File: src/synth_consts.svh
// Sizes and APB offsets for the operator engine; operator count must be a power of two
`ifndef SYNTH_CONSTS_SVH
`define SYNTH_CONSTS_SVH

// Operator array and datapath widths
`define NUM_VOICE_OPERATORS 16
`define OP_ID_WIDTH         4
`define PHASE_WIDTH         16
`define SAMPLE_WIDTH        16

// APB bus widths
`define APB_ADDR_WIDTH      12
`define APB_DATA_WIDTH      32

// Output buffering, must stay a power of two
`define SAMPLE_FIFO_DEPTH   4

// Register map, operator k sits at REG_OP_BASE + 4*k
`define REG_CONTROL         12'h000
`define REG_STATUS          12'h004
`define REG_OP_BASE         12'h100

`endif

File: src/synth_types_pkg.sv
// Datapath types for the operator engine; widths come from synth_consts.svh
`include "synth_consts.svh"

package synth_types_pkg;

    // Index of one of the voice operators
    typedef logic [`OP_ID_WIDTH-1:0] VoiceOperatorID_t;

    // Phase wraps on overflow, so it is kept unsigned
    typedef logic unsigned [`PHASE_WIDTH-1:0] phase_t;

    // Output samples are two's complement
    typedef logic signed [`SAMPLE_WIDTH-1:0] sample_t;

    // Waveform select per operator
    // Code 3 is not named here and the shaper treats it as saw
    typedef enum logic [1:0] {
        WAVE_SAW      = 2'd0,
        WAVE_SQUARE   = 2'd1,
        WAVE_TRIANGLE = 2'd2
    } waveform_t;

endpackage

File: src/apb_map_pkg.sv
// APB word types and register kinds; register offsets themselves live in synth_consts.svh
`include "synth_consts.svh"

package apb_map_pkg;

    // Address and data words of the configuration bus
    typedef logic [`APB_ADDR_WIDTH-1:0] apb_addr_t;
    typedef logic [`APB_DATA_WIDTH-1:0] apb_data_t;

    // One strobe bit per byte lane of the data word
    typedef logic [`APB_DATA_WIDTH/8-1:0] apb_strb_t;

    // Result of decoding one APB address
    // Invalid covers unmapped offsets and operator slots past the last one
    typedef enum logic [1:0] {
        REG_KIND_CONTROL  = 2'd0,
        REG_KIND_STATUS   = 2'd1,
        REG_KIND_OPERATOR = 2'd2,
        REG_KIND_INVALID  = 2'd3
    } reg_kind_t;

endpackage

File: src/apb_config_slave.sv
// APB4 slave with zero wait states; operator registers are write-only and read as zero
`timescale 1ns/1ps
`include "synth_consts.svh"

module apb_config_slave
    import apb_map_pkg::*, synth_types_pkg::*;
(
    input  logic             i_Clock,
    input  logic             i_rst_n,
    input  logic             i_psel,
    input  logic             i_penable,
    input  logic             i_pwrite,
    input  apb_addr_t        i_paddr,
    input  apb_data_t        i_pwdata,
    input  apb_strb_t        i_pstrb,
    output apb_data_t        o_prdata,
    output logic             o_pready,
    output logic             o_pslverr,
    output logic             o_run,
    output logic [1:0]       o_step_write_enable,
    output logic             o_wave_write_enable,
    output VoiceOperatorID_t o_config_addr,
    output apb_data_t        o_config_data,
    output waveform_t        o_wave_data,
    output logic             o_overflow_clear,
    input  logic             i_overflow
);

    reg_kind_t w_kind;
    apb_addr_t w_op_offset;
    logic      w_access;
    logic      w_write;

    // Address decode
    // ------------------------------
    // Operator slots are word aligned, anything else in the window is an error
    assign w_op_offset = i_paddr - `REG_OP_BASE;

    always_comb begin
        w_kind = REG_KIND_INVALID;
        if (i_paddr == `REG_CONTROL) begin
            w_kind = REG_KIND_CONTROL;
        end else if (i_paddr == `REG_STATUS) begin
            w_kind = REG_KIND_STATUS;
        end else if (i_paddr >= `REG_OP_BASE &&
                     w_op_offset < apb_addr_t'(4 * `NUM_VOICE_OPERATORS) &&
                     i_paddr[1:0] == 2'b00) begin
            w_kind = REG_KIND_OPERATOR;
        end
    end

    // Access phase qualifiers
    // ------------------------------
    // Every strobe below is only live in the access cycle
    assign w_access  = i_psel && i_penable;
    assign w_write   = w_access && i_pwrite && (w_kind != REG_KIND_INVALID);
    assign o_pready  = 1'b1;
    assign o_pslverr = w_access && (w_kind == REG_KIND_INVALID);

    // Run bit sits in byte lane 0 of the control word
    always_ff @(posedge i_Clock) begin
        if (!i_rst_n) begin
            o_run <= 1'b0;
        end else if (w_write && w_kind == REG_KIND_CONTROL && i_pstrb[0]) begin
            o_run <= i_pwdata[0];
        end
    end

    // Status is write-one-to-clear on bit 0
    assign o_overflow_clear = w_write && (w_kind == REG_KIND_STATUS) &&
                              i_pstrb[0] && i_pwdata[0];

    // Lanes 0 and 1 carry the phase step, lane 2 carries the waveform
    assign o_step_write_enable = (w_write && w_kind == REG_KIND_OPERATOR) ?
                                 i_pstrb[1:0] : 2'b00;
    assign o_wave_write_enable = w_write && (w_kind == REG_KIND_OPERATOR) && i_pstrb[2];
    assign o_config_addr       = w_op_offset[`OP_ID_WIDTH+1:2];
    assign o_config_data       = i_pwdata;
    assign o_wave_data         = waveform_t'(i_pwdata[17:16]);

    // Read mux, only control and status hold readable state
    always_comb begin
        case (w_kind)
            REG_KIND_CONTROL: o_prdata = {{(`APB_DATA_WIDTH-1){1'b0}}, o_run};
            REG_KIND_STATUS:  o_prdata = {{(`APB_DATA_WIDTH-1){1'b0}}, i_overflow};
            default:          o_prdata = '0;
        endcase
    end

    // The host may only raise penable inside a selected transfer
    a_penable_needs_psel: assert property (
        @(posedge i_Clock) disable iff (!i_rst_n) i_penable |-> i_psel
    );

endmodule

File: src/operator_scheduler.sv
// Round-robin operator source; stopping run holds the next ID so the sequence resumes in order
`timescale 1ns/1ps
`include "synth_consts.svh"

module operator_scheduler
    import synth_types_pkg::*;
(
    input  logic             i_Clock,
    input  logic             i_rst_n,
    input  logic             i_run,
    output VoiceOperatorID_t o_operator,
    output logic             o_valid
);

    // ID that will be issued on the next cycle where run is high
    VoiceOperatorID_t r_next_id;

    // One operator per cycle while running
    // The counter wraps naturally from the last operator back to 0
    always_ff @(posedge i_Clock) begin
        if (!i_rst_n) begin
            r_next_id  <= '0;
            o_operator <= '0;
            o_valid    <= 1'b0;
        end else begin
            o_valid <= i_run;
            if (i_run) begin
                o_operator <= r_next_id;
                r_next_id  <= r_next_id + 1'b1;
            end
        end
    end

endmodule

File: src/stage_phase_accumulation.sv
// Two-cycle phase accumulator; the same operator must not be issued on consecutive cycles
`timescale 1ns/1ps
`include "synth_consts.svh"

module stage_phase_accumulation
    import synth_types_pkg::*;
(
    input  logic                     i_Clock,
    input  logic                     i_rst_n,
    input  VoiceOperatorID_t         i_VoiceOperator,
    input  logic                     i_valid,
    output phase_t                   o_Phase,
    output VoiceOperatorID_t         o_VoiceOperator,
    output logic                     o_valid,
    input  logic [1:0]               i_PhaseStepConfigWriteEnable,
    input  VoiceOperatorID_t         i_PhaseStepConfigWriteAddr,
    input  logic [`PHASE_WIDTH-1:0]  i_PhaseStepConfigWriteData
);

    // Unsigned accumulators so that overflow wraps the phase
    phase_t r_accumulators [`NUM_VOICE_OPERATORS];
    phase_t r_step_config  [`NUM_VOICE_OPERATORS];

    // Stage 1 registers
    VoiceOperatorID_t r_operator;
    phase_t           r_acc_phase;
    phase_t           r_step;
    logic             r_valid;

    phase_t w_stepped_phase;

    assign w_stepped_phase = r_acc_phase + r_step;

    // Array state
    // ------------------------------
    always_ff @(posedge i_Clock) begin
        if (!i_rst_n) begin
            for (int k = 0; k < `NUM_VOICE_OPERATORS; k++) begin
                r_accumulators[k] <= '0;
                r_step_config[k]  <= '0;
            end
        end else begin
            // Lane 0 is the low step byte, lane 1 the high one
            if (i_PhaseStepConfigWriteEnable[0]) begin
                r_step_config[i_PhaseStepConfigWriteAddr][7:0] <= i_PhaseStepConfigWriteData[7:0];
            end
            if (i_PhaseStepConfigWriteEnable[1]) begin
                r_step_config[i_PhaseStepConfigWriteAddr][15:8] <= i_PhaseStepConfigWriteData[15:8];
            end
            // Stage 2 result feeds back into the array
            if (r_valid) begin
                r_accumulators[r_operator] <= w_stepped_phase;
            end
        end
    end

    // Pipeline
    // ------------------------------
    always_ff @(posedge i_Clock) begin
        // Stage 1 fetches the accumulator and the step
        r_acc_phase <= r_accumulators[i_VoiceOperator];
        r_step      <= r_step_config[i_VoiceOperator];
        r_operator  <= i_VoiceOperator;
        // Stage 2 presents the new phase
        o_Phase         <= w_stepped_phase;
        o_VoiceOperator <= r_operator;
    end

    always_ff @(posedge i_Clock) begin
        if (!i_rst_n) begin
            r_valid <= 1'b0;
            o_valid <= 1'b0;
        end else begin
            r_valid <= i_valid;
            o_valid <= r_valid;
        end
    end

    // An accepted operator leaves exactly two cycles later
    a_two_cycle_latency: assert property (
        @(posedge i_Clock) disable iff (!i_rst_n) o_valid == $past(i_valid, 2)
    );

endmodule

File: src/stage_waveform.sv
// One-cycle phase-to-sample shaper; square and triangle stay symmetric around zero
`timescale 1ns/1ps
`include "synth_consts.svh"

module stage_waveform
    import synth_types_pkg::*;
(
    input  logic             i_Clock,
    input  logic             i_rst_n,
    input  phase_t           i_phase,
    input  VoiceOperatorID_t i_operator,
    input  logic             i_valid,
    input  logic             i_wave_write_enable,
    input  VoiceOperatorID_t i_wave_addr,
    input  waveform_t        i_wave_data,
    output sample_t          o_sample,
    output VoiceOperatorID_t o_operator,
    output logic             o_valid
);

    waveform_t r_wave [`NUM_VOICE_OPERATORS];

    phase_t  w_tri;
    sample_t w_sample;

    // Waveform select per operator, saw after reset
    always_ff @(posedge i_Clock) begin
        if (!i_rst_n) begin
            for (int k = 0; k < `NUM_VOICE_OPERATORS; k++) begin
                r_wave[k] <= WAVE_SAW;
            end
        end else if (i_wave_write_enable) begin
            r_wave[i_wave_addr] <= i_wave_data;
        end
    end

    // Triangle ramps twice per phase cycle
    assign w_tri = {i_phase[`PHASE_WIDTH-2:0], 1'b0};

    // Shaper
    // ------------------------------
    always_comb begin
        case (r_wave[i_operator])
            WAVE_SQUARE:   w_sample = i_phase[`PHASE_WIDTH-1] ? -16'sd32767 : 16'sd32767;
            WAVE_TRIANGLE: w_sample = i_phase[`PHASE_WIDTH-1] ?
                                      sample_t'(16'h7fff - w_tri) :
                                      sample_t'(w_tri - 16'h8000);
            // Flipping the top bit recentres the ramp on zero
            default:       w_sample = sample_t'({~i_phase[`PHASE_WIDTH-1],
                                                 i_phase[`PHASE_WIDTH-2:0]});
        endcase
    end

    always_ff @(posedge i_Clock) begin
        o_sample   <= w_sample;
        o_operator <= i_operator;
        if (!i_rst_n) begin
            o_valid <= 1'b0;
        end else begin
            o_valid <= i_valid;
        end
    end

endmodule

File: src/sample_fifo.sv
// Sample FIFO that never stalls its writer; DEPTH must be a power of two and at least 2
`timescale 1ns/1ps
`include "synth_consts.svh"

module sample_fifo
    import synth_types_pkg::*;
#(
    parameter int DEPTH = `SAMPLE_FIFO_DEPTH
) (
    input  logic             i_Clock,
    input  logic             i_rst_n,
    input  sample_t          i_sample,
    input  VoiceOperatorID_t i_operator,
    input  logic             i_valid,
    output logic             o_sample_valid,
    output sample_t          o_sample_data,
    output VoiceOperatorID_t o_sample_operator,
    input  logic             i_sample_ready,
    output logic             o_overflow,
    input  logic             i_overflow_clear
);

    localparam int AW = $clog2(DEPTH);

    sample_t          r_sample_mem [DEPTH];
    VoiceOperatorID_t r_op_mem     [DEPTH];

    // Pointers carry one extra wrap bit to tell full from empty
    logic [AW:0] r_wr_ptr;
    logic [AW:0] r_rd_ptr;

    logic w_full;
    logic w_push;
    logic w_pop;

    assign w_full = (r_wr_ptr[AW] != r_rd_ptr[AW]) && (r_wr_ptr[AW-1:0] == r_rd_ptr[AW-1:0]);
    assign w_push = i_valid && !w_full;
    assign w_pop  = o_sample_valid && i_sample_ready;

    assign o_sample_valid    = (r_wr_ptr != r_rd_ptr);
    assign o_sample_data     = r_sample_mem[r_rd_ptr[AW-1:0]];
    assign o_sample_operator = r_op_mem[r_rd_ptr[AW-1:0]];

    always_ff @(posedge i_Clock) begin
        if (w_push) begin
            r_sample_mem[r_wr_ptr[AW-1:0]] <= i_sample;
            r_op_mem[r_wr_ptr[AW-1:0]]     <= i_operator;
        end
    end

    // Pointers and sticky overflow
    // ------------------------------
    // A new drop wins over a clear in the same cycle
    always_ff @(posedge i_Clock) begin
        if (!i_rst_n) begin
            r_wr_ptr   <= '0;
            r_rd_ptr   <= '0;
            o_overflow <= 1'b0;
        end else begin
            if (w_push) begin
                r_wr_ptr <= r_wr_ptr + 1'b1;
            end
            if (w_pop) begin
                r_rd_ptr <= r_rd_ptr + 1'b1;
            end
            if (i_valid && w_full) begin
                o_overflow <= 1'b1;
            end else if (i_overflow_clear) begin
                o_overflow <= 1'b0;
            end
        end
    end

    a_no_write_when_full: assert property (
        @(posedge i_Clock) disable iff (!i_rst_n) w_full |=> $stable(r_wr_ptr)
    );

endmodule

File: src/synth_top.sv
// Operator engine top; the sample port has no stall path back into the pipeline
`timescale 1ns/1ps
`include "synth_consts.svh"

module synth_top
    import apb_map_pkg::*, synth_types_pkg::*;
(
    input  logic             i_Clock,
    input  logic             i_rst_n,
    input  logic             i_psel,
    input  logic             i_penable,
    input  logic             i_pwrite,
    input  apb_addr_t        i_paddr,
    input  apb_data_t        i_pwdata,
    input  apb_strb_t        i_pstrb,
    output apb_data_t        o_prdata,
    output logic             o_pready,
    output logic             o_pslverr,
    output logic             o_sample_valid,
    output sample_t          o_sample_data,
    output VoiceOperatorID_t o_sample_operator,
    input  logic             i_sample_ready
);

    // Configuration strobes from the slave
    logic             w_run;
    logic [1:0]       w_step_we;
    logic             w_wave_we;
    VoiceOperatorID_t w_cfg_addr;
    apb_data_t        w_cfg_data;
    waveform_t        w_wave_data;
    logic             w_ovf_clear;
    logic             w_overflow;

    // Datapath between stages
    VoiceOperatorID_t w_sched_op;
    logic             w_sched_valid;
    phase_t           w_phase;
    VoiceOperatorID_t w_acc_op;
    logic             w_acc_valid;
    sample_t          w_sample;
    VoiceOperatorID_t w_wave_op;
    logic             w_wave_valid;

    apb_config_slave u_apb (
        .i_Clock(i_Clock), .i_rst_n(i_rst_n),
        .i_psel(i_psel), .i_penable(i_penable), .i_pwrite(i_pwrite),
        .i_paddr(i_paddr), .i_pwdata(i_pwdata), .i_pstrb(i_pstrb),
        .o_prdata(o_prdata), .o_pready(o_pready), .o_pslverr(o_pslverr),
        .o_run(w_run), .o_step_write_enable(w_step_we), .o_wave_write_enable(w_wave_we),
        .o_config_addr(w_cfg_addr), .o_config_data(w_cfg_data), .o_wave_data(w_wave_data),
        .o_overflow_clear(w_ovf_clear), .i_overflow(w_overflow)
    );

    operator_scheduler u_sched (
        .i_Clock(i_Clock), .i_rst_n(i_rst_n), .i_run(w_run),
        .o_operator(w_sched_op), .o_valid(w_sched_valid)
    );

    // Only the low half of the data word carries the step
    stage_phase_accumulation u_acc (
        .i_Clock(i_Clock), .i_rst_n(i_rst_n),
        .i_VoiceOperator(w_sched_op), .i_valid(w_sched_valid),
        .o_Phase(w_phase), .o_VoiceOperator(w_acc_op), .o_valid(w_acc_valid),
        .i_PhaseStepConfigWriteEnable(w_step_we),
        .i_PhaseStepConfigWriteAddr(w_cfg_addr),
        .i_PhaseStepConfigWriteData(w_cfg_data[`PHASE_WIDTH-1:0])
    );

    stage_waveform u_wave (
        .i_Clock(i_Clock), .i_rst_n(i_rst_n),
        .i_phase(w_phase), .i_operator(w_acc_op), .i_valid(w_acc_valid),
        .i_wave_write_enable(w_wave_we), .i_wave_addr(w_cfg_addr), .i_wave_data(w_wave_data),
        .o_sample(w_sample), .o_operator(w_wave_op), .o_valid(w_wave_valid)
    );

    sample_fifo #(.DEPTH(`SAMPLE_FIFO_DEPTH)) u_fifo (
        .i_Clock(i_Clock), .i_rst_n(i_rst_n),
        .i_sample(w_sample), .i_operator(w_wave_op), .i_valid(w_wave_valid),
        .o_sample_valid(o_sample_valid), .o_sample_data(o_sample_data),
        .o_sample_operator(o_sample_operator), .i_sample_ready(i_sample_ready),
        .o_overflow(w_overflow), .i_overflow_clear(w_ovf_clear)
    );

endmodule

File: config.mk
export PLATFORM = sky130hd
export DESIGN_NAME = synth_top
export DESIGN_NICKNAME = d
export VERILOG_FILES = /design/src/synth_types_pkg.sv /design/src/apb_map_pkg.sv /design/src/apb_config_slave.sv /design/src/operator_scheduler.sv /design/src/stage_phase_accumulation.sv /design/src/stage_waveform.sv /design/src/sample_fifo.sv /design/src/synth_top.sv
export VERILOG_INCLUDE_DIRS = /design/src /design/src/src
export SDC_FILE = /design/constraint.sdc
export NUM_CORES = 1
export LEC_CHECK = 0
export ABC_AREA = 0
export BUFFER_PORTS_ARGS = -buffer_cell sky130_fd_sc_hd__buf_2
export CORE_UTILIZATION = 39
export DETAILED_ROUTE_END_ITERATION = 10
export PLACE_DENSITY = 0.56
export SYNTH_ARGS = -nofsm -noshare
export SYNTH_HDL_FRONTEND = slang
export SYNTH_SLANG_ARGS = --single-unit
File: constraint.sdc
create_clock -name i_Clock -period 2.7 [get_ports i_Clock]
set_input_delay 0.54 -clock i_Clock [delete_from_list [all_inputs] [get_ports i_Clock]]
set_output_delay 0.54 -clock i_Clock [all_outputs]
set_load 0.005 [all_outputs]
==> results.yml, run 1 <==
final_layout:
  area_growth_pct: 15.2
  fin_nets: 2237
  stdcell_area_um2: 35800
  filler_cell_count: 6968
  drive_gt1_share_pct: 24.1
setup_path:
  timing.rr.start: "u_acc.o_VoiceOperator[0]"
  cp-end-kind: "flop"
  start_kind: "flop"
  ff2ff_setup_slack_ns: 0.06
  critical_path_buf_inv_count: 2
  cp_common_cell: "mux4_2"
  crit_required_ns: 3.22
  r2r_end: "u_wave.o_sample[8]"
  worstSetupPathType: "reg -> reg"
  slowest_stage: "mux4_2"
  worstPathCellList: "buf_12, mux4_2, mux4_2, ha_4, nand2_2, clkbuf_16, o22ai_1, mux2_2"
  arrival_ns: 3.16
  cp_top_family: "multiplexers"
  reg2reg_depth: 8
  critPathMaxFanout: 9
  max_stage_delay_ns: 0.60
cts:
  clkTransAtPathRegs_ns: 0.06
  clock_latency_ns: 0.63
  cts-root-buf: "clkbuf_16"
  htreeDepth: 3
  cts_buffers: 78
  cts_buffer_depth: 3
  cts_sinks: 722
  hold_buffers: 0
  cts_tree: "done"
hold_path:
  hold_start: "i_sample_ready"
  hold_class: "in -> reg"
  hold_path_depth: 3
pwr:
  power_density_nw_per_um2: 690
  peakVddDrop_uv: 455
  p_total_mw: 24.7
  power_leakage_nw: 12.4
detailed_routing:
  drc: 0
  wirelength_mm: 71.9
  antenna_left: 0
  vias: 17000
  vias_per_cell: 5.18
  dr.pass1.iters: 6
  wl_per_cell_um: 22.0
  drt-initial-drc-count: 1555
synthesis:
  synth.most_common_cell: "edfxtp_1"
  synth_common_cells: "624 x edfxtp_1, 281 x nor2_1, 272 x and2_1, 190 x mux4_2, 99 x clkbuf_1"
  synth_area_leaders: "edfxtp_1 60%, mux4_2 14%, dfxtp_1 6.3%"
  yosysSeqAreaShare_pct: 66.6
  synth-async-reset-ratio_pct: 0
  ys_warn_count: 0
  synth-edff-count: 624
  synth_area_um2: 31100
  synth_top_area_cell: "edfxtp_1"
  synth_cell_types: 63
  synth_top_area_share_pct: 60.3
  yosys_most_used_dff: "edfxtp_1"
  postSynthCellCount: 2031
  synth_seq_cells: 722
  syn-mean-instance-area_um2: 15.3
floorplan:
  core_area_um2: 78900
  die_x_um: 284
  io_pins: 109
  start_util_pct: 39.4
  rows: 103
  die_h_um: 284
  dieArea_um2: 80800
timing:
  max_clock_freq_mhz: 379
  hold_viol: 0
  finalClockSkew_ns: 0.0239
  hold_slack_ns: 0.263
  setup_tns_ns: 0
  setup_violations: 0
  period_needed_ns: 2.64
  finalMaxSlewViolations: 0
  min_period_over_period_pct: 97.8
  slew_headroom_pct: 51.4
  worst_slew_pin_slew_ns: 0.727
place:
  finalWeightedCongestion: 0.773
  hpwl_mm: 46.7
  placed_area_um2: 33100
  io_buffer_count: 61
grt:
  grt_start_max_net_pins: 85
  track_usage_pct: 17.9
  grt_pass1_vias: 17300
  grt-ovfl-total: 0
  grt_pass1_wl_mm: 109
  antenna_found_initial: 4
flow_run:
  drv_cap: 0
run_status:
  status: "complete, no violations"
## layout make-up
| class | count | area [um^2] | share of cell area [%] |
|---|---|---|---|
| inverter | 24 | 90.1 | 0.252 |
| clock buffer | 106 | 2190 | 6.12 |
| tap | 1050 | 1310 | 3.67 |
| timing repair buffer | 183 | 1440 | 4.03 |
| clock inverter | 38 | 379 | 1.06 |
| multi-input combinational | 1150 | 9660 | 27.0 |
| sequential | 722 | 20700 | 57.9 |
| antenna | 1 | 2.50 | 0.00699 |
## registers in the layout, summed over array words and instances (netlist names), 3 cells and up, named ones only
name,count
u_fifo.r_sample_mem,64
u_acc.o_VoiceOperator,4
u_fifo.r_wr_ptr,3
u_fifo.r_rd_ptr,3
u_wave.o_operator,4
u_wave.o_sample,16
u_wave.r_wave,32
u_acc.r_operator,4
u_acc.r_step_config,256
u_sched.o_operator,4
u_acc.o_Phase,16
u_fifo.r_op_mem,16
u_sched.r_next_id,4
u_acc.r_acc_phase,16
u_acc.r_accumulators,256
u_acc.r_step,16
## worst reg2reg max path: stages (launching register included)
cell and delay (ns):
dfxtp_1 0.35, buf_12 0.15, mux4_2 0.53, mux4_2 0.60, ha_4 0.23, nand2_2 0.14, clkbuf_16 0.18, o22ai_1 0.08
mux2_2 0.29
## metrics by stage
| step | worst slack (ns) | instances | util (%) |
|---|---|---|---|
| 4_1_cts | 0.000206 | 3272 | 45.3 |
| 3_5_place_dp | -0.00189 | 3128 | 42.0 |
| 6_report | 0.0583 | 3274 | 45.4 |
| 5_1_grt | -0.00738 | 3273 | 45.4 |
| 2_1_floorplan | -0.0200 | 2061 | - |
| 3_3_place_gp | 0.0311 | 3128 | 42.0 |
## where the power goes
| group | internal (mW) | total (mW) | switching [mW] |
|---|---|---|---|
| combinational | 0.458 | 1.30 | 0.845 |
| sequential | 12.6 | 12.8 | 0.200 |
| clock | 6.21 | 10.6 | 4.40 |
| total | 19.2 | 24.7 | 5.44 |
## logic make-up (layout without fill, tap and decap cells)
family / Yosys count / in the layout / synth area share, %
multiplexers: 207 / 207 / 14.4
XOR/XNOR: 21 / 21 / 0.616
other: 2 / 33 / 0.0242
AO/OA/AOI/OAI: 146 / 146 / 2.75
flip-flops: 722 / 722 / 66.6
AND/OR/NAND/NOR: 720 / 720 / 11.8
buffers and inverters: 189 / 351 / 2.83
adder cells (fa/ha/maj): 24 / 24 / 0.990
## placed cells by master (no fill, tap or decap), types with 9 or more instances in the layout
master / n
clkbuf_16: 81
o22ai_1: 11
nor2_1: 281
nor2b_1: 16
clkbuf_1: 17
dfxtp_1: 94
xnor2_1: 17
nor2_4: 10
mux2_2: 12
nand2_1: 57
clkinv_1: 11
buf_12: 16
buf_2: 61
and2_1: 272
nor3_1: 35
o21ai_0: 54
conb_1: 32
nand3_1: 23
buf_4: 104
inv_1: 22
clkinv_2: 12
mux4_2: 190
clkbuf_8: 9
edfxtp_1: 624
a21oi_1: 41
ha_1: 21
## how the worst max path moves through the flow
| stage | end | slack (ns) | startpoint | cells past startpoint |
|---|---|---|---|---|
| 2_1_floorplan | u_acc.r_step_config[15][0] | -0.02 | i_paddr[6] | 6 |
| 3_3_place_gp | u_wave.o_sample[10] | 0.03 | u_acc.o_VoiceOperator[0] | 8 |
| 3_5_place_dp | u_wave.o_sample[12] | -0.002 | u_acc.o_VoiceOperator[0] | 8 |
| 4_1_cts | u_wave.o_sample[12] | 0.0002 | u_acc.o_VoiceOperator[0] | 8 |
| 5_1_grt | u_wave.o_sample[12] | -0.007 | u_acc.o_VoiceOperator[0] | 8 |
| 6_report | u_wave.o_sample[8] | 0.06 | u_acc.o_VoiceOperator[0] | 8 |
## repair_timing
item,in CTS,in global routing
hold endpoints to repair,0,0
endpoints found under the setup margin,0,39
gates resized for setup,0,13
buffers inserted,0,0
## routing by layer
metal / global-route usage, % / routed length (um)
met1: 24.1 / 30900
met2: 29.6 / 35300
met3: 3.18 / 3820
met4: 5.36 / 1850
met5: 0 / 13
Note: power is estimated with default switching activity, not from simulation.
==> run 2, diff against run 1 <==
- CORE_UTILIZATION: 39 -> 56
- PLACE_DENSITY: 0.56 -> 0.76
==> results.yml, run 2 (synthesis gave the netlist of run 1 again) <==
run_status:
  status: "complete, no violations"
setup_path:
  worstSetupPathType: "reg -> reg"
  start_kind: "flop"
  cp-end-kind: "flop"
  critPathMaxFanout: 17
  crit_required_ns: 3.20
  arrival_ns: 3.16
  ff2ff_setup_slack_ns: 0.05
timing:
  finalClockSkew_ns: 0.0310
  hold_slack_ns: 0.284
  worst_slew_pin_slew_ns: 0.798
  min_period_over_period_pct: 98.2
  slew_headroom_pct: 46.8
  finalMaxSlewViolations: 0
  setup_violations: 0
  hold_viol: 0
  max_clock_freq_mhz: 377
  period_needed_ns: 2.65
  setup_ws_ns: 0.0477
detailed_routing:
  vias: 17300
  drt-initial-drc-count: 1669
  wl_per_cell_um: 22.5
  vias_per_cell: 5.88
  drc: 0
  dr.pass1.iters: 7
  wirelength_mm: 66.1
  antenna_left: 0
final_layout:
  stdcell_area_um2: 35000
  layout_common_cells: "624 x edfxtp_1, 281 x nor2_1, 272 x and2_1"
  area_growth_pct: 12.6
  drive_gt1_share_pct: 23.2
  filler_cell_count: 3723
  fin_nets: 2219
  final_common_cell: "edfxtp_1"
  fin_util_pct: 64.4
hold_path:
  hold_class: "in -> reg"
pwr:
  p_total_mw: 23.9
  power_leakage_nw: 12.2
  power_density_nw_per_um2: 683
  peakVddDrop_uv: 437
place:
  post-place-ws_ns: 0.00451
  io_buffer_count: 61
  placed_area_um2: 32500
  hpwl_mm: 43.3
  finalWeightedCongestion: 0.817
cts:
  clock_latency_ns: 0.63
  cts_buffer_depth: 3
  htreeDepth: 3
  cts_buffers: 74
  cts-root-buf: "clkbuf_16"
  cts_tree: "done"
  clkTransAtPathRegs_ns: 0.06
  cts_sinks: 722
  hold_buffers: 0
floorplan:
  io_pins: 109
  rows: 85
  core_area_um2: 54300
  die_x_um: 238
  dieArea_um2: 56400
  die_h_um: 238
  start_util_pct: 57.2
grt:
  grt_pass1_wl_mm: 102
  grt_start_max_net_pins: 98
  grt-ovfl-total: 0
  track_usage_pct: 24.0
  antenna_found_initial: 1
  grt_pass1_vias: 17400
flow_run:
  drv_cap: 0
-- run 2: changes by cell type in the layout (fill, tap and decap cells not counted), sizes merged --
cell      previous run  this run
clkbuf             107       101
bufinv               5         2
clkinv              27        28
clkinvlp             5         3
buf                182       167
inv                 25        27
-- run 2: cell type report --
class                           count  area (um^2)  area share (%)
Clock inverter                     36          273           0.779
Inverter                           24         90.1           0.257
Clock buffer                       99         2090            5.97
Sequential cell                   722        20700            59.2
Antenna cell                        1         2.50         0.00715
Multi-Input combinational cell   1150         9660            27.6
Timing Repair Buffer              169         1250            3.57
Tap cell                          739          925            2.64
-- run 2: worst paths after layout --
check | startpoint | to | cells past startpoint
min reg2reg | u_sched.o_valid | u_acc.r_valid | 1
max reg2reg | u_acc.o_VoiceOperator[0] | u_wave.o_sample[12] | 8
min | i_sample_ready | u_fifo.r_rd_ptr[1] | 3
max | u_acc.o_VoiceOperator[0] | u_wave.o_sample[12] | 8
-- run 2: critical path, cell delays in order (launching register included) --
cell and delay, ns:
dfxtp_4 0.37, buf_12 0.12, mux4_2 0.53, mux4_2 0.58, ha_4 0.22, buf_12 0.15
a21oi_1 0.13, o22ai_1 0.10, mux2_2 0.31
-- run 2: timing repair --
action	in CTS	in global routing
setup buffers	0	0
setup endpoints to repair	13	39
endpoints found under the hold margin	0	0
gates cloned	0	2
gates resized for setup	3	11
-- run 2: metrics by stage --
step,instances,TNS [ns]
6_report,2940,0
5_1_grt,2939,-0.000387
3_5_place_dp,2802,0
3_3_place_gp,2802,0
2_1_floorplan,2061,-1.12
4_1_cts,2937,0
-- run 2: power breakdown --
part           internal, mW  switching, mW  total, mW
clock                  5.67           4.17       9.83
sequential             12.6          0.210       12.8
combinational         0.444          0.829       1.27
total                  18.7           5.21       23.9
-- run 2: layer usage --
layer	vias up	routed length, um	global-route usage, %	share of wire [%]
li1	7727	-	-	-
met1	8740	26500	32.6	40
met2	726	33500	40.2	51
met3	100	4510	3.83	6.8
met4	0	1540	7.64	2.3
met5	-	0	0	0
==> run 3, diff against run 2 <==
- MAX_ROUTING_LAYER: unset -> met4
==> results.yml, run 3 (synthesis gave the netlist of run 1 again) <==
cts:
  hold_buffers: 0
  clkTransAtPathRegs_ns: 0.06
  cts_buffer_depth: 3
  cts-root-buf: "clkbuf_16"
  clock_latency_ns: 0.63
  htreeDepth: 3
  cts_sinks: 722
  cts_tree: "done"
  cts_buffers: 74
setup_path:
  timing.rr.start: "u_acc.o_VoiceOperator[0]"
  critPathMaxFanout: 17
  r2r_end: "u_wave.o_sample[12]"
  cp-end-kind: "flop"
  slowest_stage: "mux4_2"
  worstPathCellList: "buf_12, mux4_2, mux4_2, ha_4, buf_12, a21oi_1, o22ai_1, mux2_2"
  worstSetupPathType: "reg -> reg"
  reg2reg_depth: 8
  ff2ff_setup_slack_ns: 0.05
  start_kind: "flop"
  cp_top_family: "multiplexers"
  max_stage_delay_ns: 0.58
  critical_path_buf_inv_count: 2
  arrival_ns: 3.15
  startpoint: "u_acc.o_VoiceOperator[0]"
  crit_required_ns: 3.20
hold_path:
  hold_start: "i_sample_ready"
  hold_path_depth: 3
  hold_class: "in -> reg"
  hold_end: "u_fifo.r_rd_ptr[1]"
grt:
  grt-ovfl-total: 0
  track_usage_pct: 24.8
  grt_pass1_vias: 17300
  use_met3_pct: 3.57
  grt_busiest_layer: "met2"
  antenna_found_initial: 1
  grt_start_max_net_pins: 98
  use_met2_pct: 40.1
  globalRouteMet1Util_pct: 33.0
  grt_pass1_wl_mm: 102
detailed_routing:
  dr.pass1.iters: 7
  vias: 17300
  drt-initial-drc-count: 1648
  wl_per_cell_um: 22.5
  vias_per_cell: 5.89
  antenna_left: 0
  wirelength_mm: 66.1
  drc: 0
place:
  finalWeightedCongestion: 0.829
  hpwl_mm: 43.3
  io_buffer_count: 61
  dpl.cell_count: 2802
timing:
  worst_slew_pin_slew_ns: 0.793
  period_needed_ns: 2.65
  slew_headroom_pct: 47.1
  min_period_over_period_pct: 98.0
  setup_violations: 0
  max_clock_freq_mhz: 378
  hold_viol: 0
  finalClockSkew_ns: 0.0353
  finalMaxSlewViolations: 0
floorplan:
  core_area_um2: 54300
  start_util_pct: 57.2
  io_pins: 109
  die_x_um: 238
  die_h_um: 238
  dieArea_um2: 56400
  rows: 85
final_layout:
  area_growth_pct: 12.6
  fin_nets: 2219
  layout_common_cells: "624 x edfxtp_1, 281 x nor2_1, 272 x and2_1"
  layout.cells.non_filler: 2940
  fin_util_pct: 64.4
  drive_gt1_share_pct: 23.2
  final_common_cell: "edfxtp_1"
run_status:
  status: "complete, no violations"
pwr:
  peakVddDrop_uv: 441
  p_total_mw: 23.9
  power_leakage_nw: 12.2
  power_density_nw_per_um2: 683
flow_run:
  drv_cap: 0
run 3: cell counts in the layout (fill, tap and decap cells not counted):
No cell type changed its count.
run 3: stage by stage:
step / hold WS [ns] / cell area, um^2 / TNS [ns] / worst slack [ns]
6_report: 0.282 / 35000 / 0 / 0.0545
5_1_grt: 0.315 / 35000 / -0.000931 / -0.000931
4_1_cts: 0.255 / 34900 / 0 / 0.0182
3_5_place_dp: 0.417 / 32500 / 0 / 0.00451
3_3_place_gp: 0.415 / 32500 / 0 / 0.0727
2_1_floorplan: 0.326 / 31200 / -1.12 / -0.0200
run 3: cell type report:
cell class	count	area, um^2
Multi-Input combinational cell	1150	9660
Tap cell	739	925
Clock inverter	36	273
Clock buffer	99	2090
Inverter	24	90.1
Antenna cell	1	2.50
Timing Repair Buffer	169	1250
Fill cell	3723	19300
Sequential cell	722	20700
run 3: worst max-delay path by stage:
stage	to	slack, ns	cells past startpoint
global placement	u_wave.o_sample[9]	0.07	8
detailed placement	u_acc.r_accumulators[3][12]	0.005	9
floorplan	u_acc.r_step_config[15][0]	-0.02	6
global route	u_wave.o_sample[2]	-0.0009	8
finish	u_wave.o_sample[12]	0.05	8
CTS	u_wave.o_sample[11]	0.02	8
run 3: what timing repair did:
action                     in CTS  in global routing
resized for setup               3                 11
gates cloned                    0                  2
setup endpoints to repair      13                 39
setup buffers                   0                  0
pin swaps                       0                  0
run 3: worst register-to-register path: cells and delay by family, from the launching register on:
| kind | cells | cell delay [ns] |
|---|---|---|
| buffers and inverters | 2 | 0.27 |
| muxes | 3 | 1.42 |
| AOI/OAI and AO/OA | 2 | 0.24 |
| DFF | 1 | 0.37 |
| adders and majority gates | 1 | 0.22 |
run 3: layer usage:
| layer | part of all wire [%] | wire [um] |
|---|---|---|
| met5 | 0 | 0 |
| met4 | 2.1 | 1400 |
| met3 | 7.0 | 4600 |
| met2 | 51 | 33600 |
| met1 | 40 | 26500 |
run 3: where the power goes:
| group | internal, mW | switching [mW] | total (mW) | leakage (nW) |
|---|---|---|---|---|
| Sequential | 12.6 | 0.210 | 12.8 | 6.92 |
| Clock | 5.67 | 4.18 | 9.85 | 1.15 |
| Combinational | 0.444 | 0.827 | 1.27 | 4.17 |
